<file path="config.mk">
export PLATFORM = sky130hd
export DESIGN_NAME = rv64i_immediate_gen
export DESIGN_NICKNAME = d
export VERILOG_FILES = /design/src/rtl/rv64i_pkg.sv /design/src/rtl/rv64i_immediate_gen.sv
export SDC_FILE = /design/constraint.sdc
export NUM_CORES = 1
export LEC_CHECK = 0
export BUFFER_PORTS_ARGS = -buffer_cell sky130_fd_sc_hd__buf_2
export CORE_MARGIN = 2
export CORE_UTILIZATION = 31
export DETAILED_ROUTE_END_ITERATION = 7
export MAX_ROUTING_LAYER = met4
export PLACE_DENSITY = 0.81
export SLEW_MARGIN = 20
export SYNTH_ARGS = -nofsm -noshare
export SYNTH_HDL_FRONTEND = slang
export SYNTH_SLANG_ARGS = --single-unit
</file>
<file path="constraint.sdc">
create_clock -name vclk -period 4.1
set_clock_uncertainty 0.1 [all_clocks]
set_input_delay 0.82 -clock vclk [all_inputs]
set_output_delay 0.82 -clock vclk [all_outputs]
set_load 0.005 [all_outputs]
</file>
<file path="src/rtl/rv64i_pkg.sv">
// Widths, opcodes, ALU operations, control and debug record types for the RV64I core
package rv64i_pkg;

    localparam int xlen      = 64;
    localparam int ilen      = 32;
    localparam int reg_count = 32;

    typedef logic [xlen-1:0]              word_t;
    typedef logic [ilen-1:0]              instr_t;
    typedef logic [$clog2(reg_count)-1:0] reg_addr_t;
    typedef logic [xlen/8-1:0]            strobe_t;

    localparam word_t reset_pc = '0;

    // Major opcodes, instruction bits 6..0
    localparam logic [6:0] op_lui    = 7'b0110111;
    localparam logic [6:0] op_auipc  = 7'b0010111;
    localparam logic [6:0] op_jal    = 7'b1101111;
    localparam logic [6:0] op_jalr   = 7'b1100111;
    localparam logic [6:0] op_branch = 7'b1100011;
    localparam logic [6:0] op_load   = 7'b0000011;
    localparam logic [6:0] op_store  = 7'b0100011;
    localparam logic [6:0] op_imm    = 7'b0010011;
    localparam logic [6:0] op_imm_32 = 7'b0011011;
    localparam logic [6:0] op_reg    = 7'b0110011;
    localparam logic [6:0] op_reg_32 = 7'b0111011;

    typedef enum logic [3:0] {
        alu_add, alu_sub, alu_sll, alu_slt, alu_sltu,
        alu_xor, alu_srl, alu_sra, alu_or, alu_and
    } alu_op_t;

    typedef enum logic [1:0] {wb_alu, wb_load, wb_pc4} wb_src_t;

    // Encoded as funct3 bits 1..0
    typedef enum logic [1:0] {size_byte, size_half, size_word, size_double} mem_size_t;

    typedef struct packed {
        logic zero;
        logic negative;
        logic carry_out;
        logic overflow;
    } alu_flags_t;

    typedef struct packed {
        logic      alu_a_pc;
        logic      alu_b_imm;
        alu_op_t   alu_op;
        logic      word_op;
        logic      pc_target_reg;
        wb_src_t   wb_src;
        logic      reg_write;
        logic      mem_read;
        logic      mem_write;
        mem_size_t mem_size;
        logic      load_unsigned;
    } control_t;

    // Retirement record for the debug port
    typedef struct packed {
        logic      enable;
        reg_addr_t destination;
        word_t     data;
    } reg_write_t;

endpackage

</file>
<file path="src/rtl/rv64i_immediate_gen.sv">
// Immediate generator for the I, S, B, U and J formats
`timescale 1ns/1ps

module rv64i_immediate_gen (
    input  rv64i_pkg::instr_t instruction,
    output rv64i_pkg::word_t  immediate
);
    import rv64i_pkg::*;

    logic [6:0] opcode;
    logic       sign;

    assign opcode = instruction[6:0];
    assign sign   = instruction[31];

    always_comb begin
        case (opcode)
            op_imm, op_imm_32, op_load, op_jalr:
                immediate = {{52{sign}}, instruction[31:20]};
            op_store:
                immediate = {{52{sign}}, instruction[31:25], instruction[11:7]};
            op_branch:
                immediate = {{51{sign}}, sign, instruction[7], instruction[30:25],
                             instruction[11:8], 1'b0};
            op_lui, op_auipc:
                immediate = {{32{sign}}, instruction[31:12], 12'b0};
            op_jal:
                immediate = {{43{sign}}, sign, instruction[19:12], instruction[20],
                             instruction[30:21], 1'b0};
            // R-type has no immediate
            default:
                immediate = '0;
        endcase
    end

endmodule

</file>
==> results of run 1 <==
## layout make-up
| cell class | count | area (µm²) | area share [%] |
|---|---|---|---|
| inverter | 1 | 3.754 | 0.3676 |
| multi-input combinational | 75 | 484.2 | 47.43 |
| tap | 30 | 37.54 | 3.676 |
| timing repair buffer | 98 | 495.5 | 48.53 |
## per-layer routing
metal / share of wire [%] / vias to the layer above / wire (µm) / global-route usage, %
met1: 42 / 421 / 864 / 13.73
met2: 48 / 56 / 992 / 22.97
met5: 0 / - / 0 / -
met3: 10 / 0 / 209 / 0
met4: 0 / 0 / 0 / 0
li1: - / 494 / - / -
## worst max-delay path: cells and delay by family
kind	cells	cell delay (ns)
AOI/OAI and AO/OA	2	0.57
buffers and inverters	2	0.39
and+or+nand+nor	2	0.60
## cells in the final DEF, fill, tap and decap left out, drive strengths merged
master   n
nor3b    3
a21oi   12
inv      1
mux2i    1
nor3     2
a21o    11
a32o     2
and2     7
nand4b   1
a22o     4
nor2     2
buf     98
o21ai    4
and3     2
nand3    8
nor2b    4
nand3b   1
or4      1
o41ai    1
nand2b   4
nand2    5
## power by group through the flow
| stage | Combinational, mW | Sequential, mW | Clock [mW] |
|---|---|---|---|
| final | 0.0651 | 0 | 0 |
| after global routing | 0.0736 | 0 | 0 |
| after CTS | 0.0656 | 0 | 0 |
| after detailed placement | 0.0654 | 0 | 0 |
| after global placement | 0.0645 | 0 | 0 |
| after floorplan | 0.0436 | 0 | 0 |
## through the flow
| stage | worst slack [ns] | instance area (µm²) | util, % |
|---|---|---|---|
| 6_report | 0.7903 | 1021 | 41.98 |
| 5_1_grt | 0.6728 | 1021 | 41.98 |
| 4_1_cts | 0.7865 | 1021 | 41.98 |
| 3_5_place_dp | 0.7865 | 1021 | 41.98 |
| 3_3_place_gp | 0.8058 | 1021 | 41.98 |
| 2_1_floorplan | 0.03748 | 777.0 | - |
## final timing paths
path | cells after the start | slack (ns) | to | start
setup / recovery | 6 | 0.79 | immediate[29] | instruction[2]
hold / removal | 3 | 1.82 | immediate[30] | instruction[30]
## kinds of logic (layout without fill, tap and decap cells)
kind of cell / Yosys count / after routing / synth area share (%)
buf+inv: 40 / 99 / 37.68
simple gates: 40 / 40 / 30.92
mux: 1 / 1 / 1.288
compound gates: 34 / 34 / 30.11
==> flow_summary.yaml, run 1 <==
layout:
  n_sequential_cell: 0
  final_cell_count_no_fill: 204
  layout_area_growth_over_synthesis_pct: 31.40
  nFillCells: 270
  post_route_cells_drive_above_1_share_pct: 58.62
  clockBufferCount: 0
  fin_nets: 208
  register_area_um2: 0
  antenna_cell_count: 0
critical_path:
  cp.arrival_ns: 2.39
  largest_fanout_on_the_critical_path: 19
  critical-path-top-cell-by-count: "buf_2"
  crit_path_start_kind: "input pin"
  timing.critical_path.cells: "buf_2, nor2b_4, or4_4, a21oi_2, a21o_1, buf_2"
  cp_peak_stage_delay_ns: 0.54
  timing.critical_path.slowest_stage_cell: "or4_4"
  endpoint_kind: "primary output"
  crit_required_ns: 3.18
  criticalPathCategory: "input pin to primary output"
global_routing:
  grt_antenna_before_repair: 0
  globalRoute.totalOverflow: 0
  grt_start_max_net_pins: 34
  grt_first_pass_wirelength_um: 2622
  grtUsageTotal_pct: 11.56
  number_of_global_route_vias_before_repair: 649
power_and_ir_drop:
  cell_internal_pwr_mw: 0.03210
  switching_share_pct: 50.69
  ir_drop_v: 0.00004170
  clkPwrFrac_pct: 0
  power.static_leakage_nw: 0.7327
  cellPowerDensity_nw_per_um2: 63.76
  pwr-share-seq_pct: 0
  p_switching_mw: 0.03300
  combinational_share_of_power_pct: 100.0
  finalPower_mw: 0.06510
clock_network:
  cts.repair_timing.setup_buffer_count: 0
  post_cts_hold_buffer_count: 0
  cts_resized: 0
route:
  drc: 0
  postRouteWirelength_um: 2067
  drtPass1Iterations: 4
  drt-initial-drc-count: 10
  drt.antenna.violating_nets: 0
  num_vias: 971
  post_drt_wl_per_cell_um: 10.13
  routed_via_density: 4.760
floorplan:
  pin_count: 96
  die_w_um: 54.07
  die_height_um: 54.07
  floorplan.initialDensity_pct: 31.94
  std_cell_rows: 18
  design.die.area_um2: 2923
  core_area_um2: 2432
synth:
  synth_largest_type_area_fraction_pct: 32.85
  post_synth_instance_area_um2: 777.0
  synth_area_leaders: "buf_4, a21o_1, a21oi_1"
  synthesis.instances: 115
  syn-mean-instance-area_um2: 6.756
  synthDominantAreaCellType: "buf_4"
  yosysMostFrequentCell: "buf_4"
  synthesis.nets: 147
  ys_top_cells_by_count: "buf_4, a21o_1, a21oi_1"
  synth.lib_cells_used.distinct: 26
  portion_of_the_post_synthesis_area_used_by_sequential_elements_pct: 0
  synthesis.yosys.warnings: 0
sta:
  hold_violations: 0
  highest_clock_frequency_the_design_can_meet_ghz: 0.3021
  grt_setup_unrepaired: "no"
  final.period_utilization_pct: 80.72
  timing.slew.headroom_pct: 56.56
  final.hold.worst_slack_ns: 1.815
  fin_setup_tns_ns: 0
  finalWorstPathRequiredPeriod_ns: 3.310
  tightestPinTransition_ns: 0.6335
  finalMaxSlewViolations: 0
  setup-violations-final: 0
placement:
  finalWeightedCongestion: 0.8457
  buffer_ports.inserted: 96
  post-dp-hpwl_um: 1703
  placed_cells: 204
run:
  cap_viol_max_count: 0
outcome:
  status: "finished, final reports clean"
min_path:
  worst_hold_path_type: "input pin to primary output"
Note: power is estimated with default switching activity, not from simulation.
==> run 2, diff against run 1 <==
==> constraint.sdc (replaced) <==
create_clock -name vclk -period 2.86
set_clock_uncertainty 0.1 [all_clocks]
set_input_delay 0.572 -clock vclk [all_inputs]
set_output_delay 0.572 -clock vclk [all_outputs]
set_load 0.005 [all_outputs]
==> run 2 against run 1 <==
  * Hold slack got worse by 0.50 ns
  * Via count rose by 5.8%
  * Critical endpoint is now immediate[28]
  * Design area rose by 6.7%
  * First-iteration DRC count rose by 100%
  * Power rose by 59%
==> flow_summary.yaml, run 2 (synthesized netlist as in run 1, its figures left out) <==
global_routing:
  grt_start_max_net_pins: 34
  grt_antenna_before_repair: 0
  grtUsageTotal_pct: 14.91
  globalRoute.totalOverflow: 0
  number_of_global_route_vias_before_repair: 771
  grt_first_pass_wirelength_um: 3339
sta:
  timing.slew.headroom_pct: 80.57
  setup-violations-final: 0
  tightestPinTransition_ns: 0.2877
  hold_violations: 0
  highest_clock_frequency_the_design_can_meet_ghz: 0.3774
  finalMaxSlewViolations: 0
  grt_setup_unrepaired: "no"
  layout_setup_ws_ns: 0.2103
  final.period_utilization_pct: 92.65
  finalWorstPathRequiredPeriod_ns: 2.650
  fin_setup_tns_ns: 0
floorplan:
  core_area_um2: 2432
  floorplan.initialDensity_pct: 31.94
  std_cell_rows: 18
  die_height_um: 54.07
  pin_count: 96
  design.die.area_um2: 2923
  die_w_um: 54.07
placement:
  post-dp-hpwl_um: 1908
  placed_cells: 209
  finalWeightedCongestion: 0.8129
  buffer_ports.inserted: 96
  dp_slack_ns: 0.1104
critical_path:
  crit_path_start_kind: "input pin"
  largest_fanout_on_the_critical_path: 11
  cp.arrival_ns: 1.98
  criticalPathCategory: "input pin to primary output"
  endpoint_kind: "primary output"
  crit_required_ns: 2.19
route:
  drc: 0
  drtPass1Iterations: 4
  drt-initial-drc-count: 20
  num_vias: 1027
  drt.antenna.violating_nets: 0
  post_drt_wl_per_cell_um: 10.89
  routed_via_density: 4.914
  postRouteWirelength_um: 2276
layout:
  post_route_cells_drive_above_1_share_pct: 60.34
  clockBufferCount: 0
  layout.cells.most_common: "buf_2"
  most-common-layout-cells: "buf_2, a21o_1, a21oi_1, nand3_1, and2_1"
  final_cell_count_no_fill: 209
  antenna_cell_count: 0
  register_area_um2: 0
  layout_area_growth_over_synthesis_pct: 40.26
  n_sequential_cell: 0
  finalCoreUtilization_pct: 44.80
  fin_nets: 213
power_and_ir_drop:
  power.static_leakage_nw: 0.7608
  switching_share_pct: 50.22
  cell_internal_pwr_mw: 0.05141
  combinational_share_of_power_pct: 100.0
  pwr-share-seq_pct: 0
  clkPwrFrac_pct: 0
  finalPower_mw: 0.1033
  ir_drop_v: 0.00005305
  cellPowerDensity_nw_per_um2: 94.77
  p_switching_mw: 0.05187
run:
  cap_viol_max_count: 0
min_path:
  worst_hold_path_type: "input pin to primary output"
outcome:
  status: "finished, final reports clean"
==> run 2: cell count changes in the layout (fill, tap and decap cells not counted), sizes merged <==
cell	previous run	this run
buf	98	103
==> run 2: worst paths after layout <==
check	from	end	slack, ns	depth (start not counted)
worst max-delay path	instruction[3]	immediate[28]	0.21	6
worst min-delay path	instruction[26]	immediate[26]	1.32	3
==> run 2: power by group through the flow <==
stage	Combinational [mW]	Sequential [mW]	Clock, mW
global route	0.116	0	0
floorplan	0.0630	0	0
finish	0.103	0	0
detailed placement	0.103	0	0
CTS	0.103	0	0
global placement	0.101	0	0
==> run 2: stage by stage <==
step	hold WS, ns	area [µm²]
floorplan	1.142	788.3
global placement	1.323	1082
detailed placement	1.318	1082
CTS	1.321	1082
global route	1.329	1090
finish	1.319	1090
==> run 2: repair_timing <==
action,in CTS,in global routing
setup endpoints to repair,0,1
resized for setup,0,1
buffers inserted,0,0
hold buffers,0,0
==> run 2: critical path: stages <==
cell and delay (ns):
buf_2 0.15, nor2b_4 0.13, or4_4 0.56, a21oi_4 0.32, a21o_1 0.14, buf_2 0.11
==> run 2: area by class of cell <==
class	instances	area, µm²
fillers	255	1343
inverters	1	3.754
multi-input cells	75	503.0
well taps	30	37.54
repair buffers	103	545.5
==> run 2: layer usage <==
| metal | part of all wire (%) | wire length (µm) | GRT usage, % |
|---|---|---|---|
| met1 | 38 | 869 | 18.63 |
| met2 | 49 | 1107 | 28.46 |
| met3 | 13 | 299 | 0 |
| met4 | 0 | 0 | 0 |
| met5 | 0 | 0 | - |
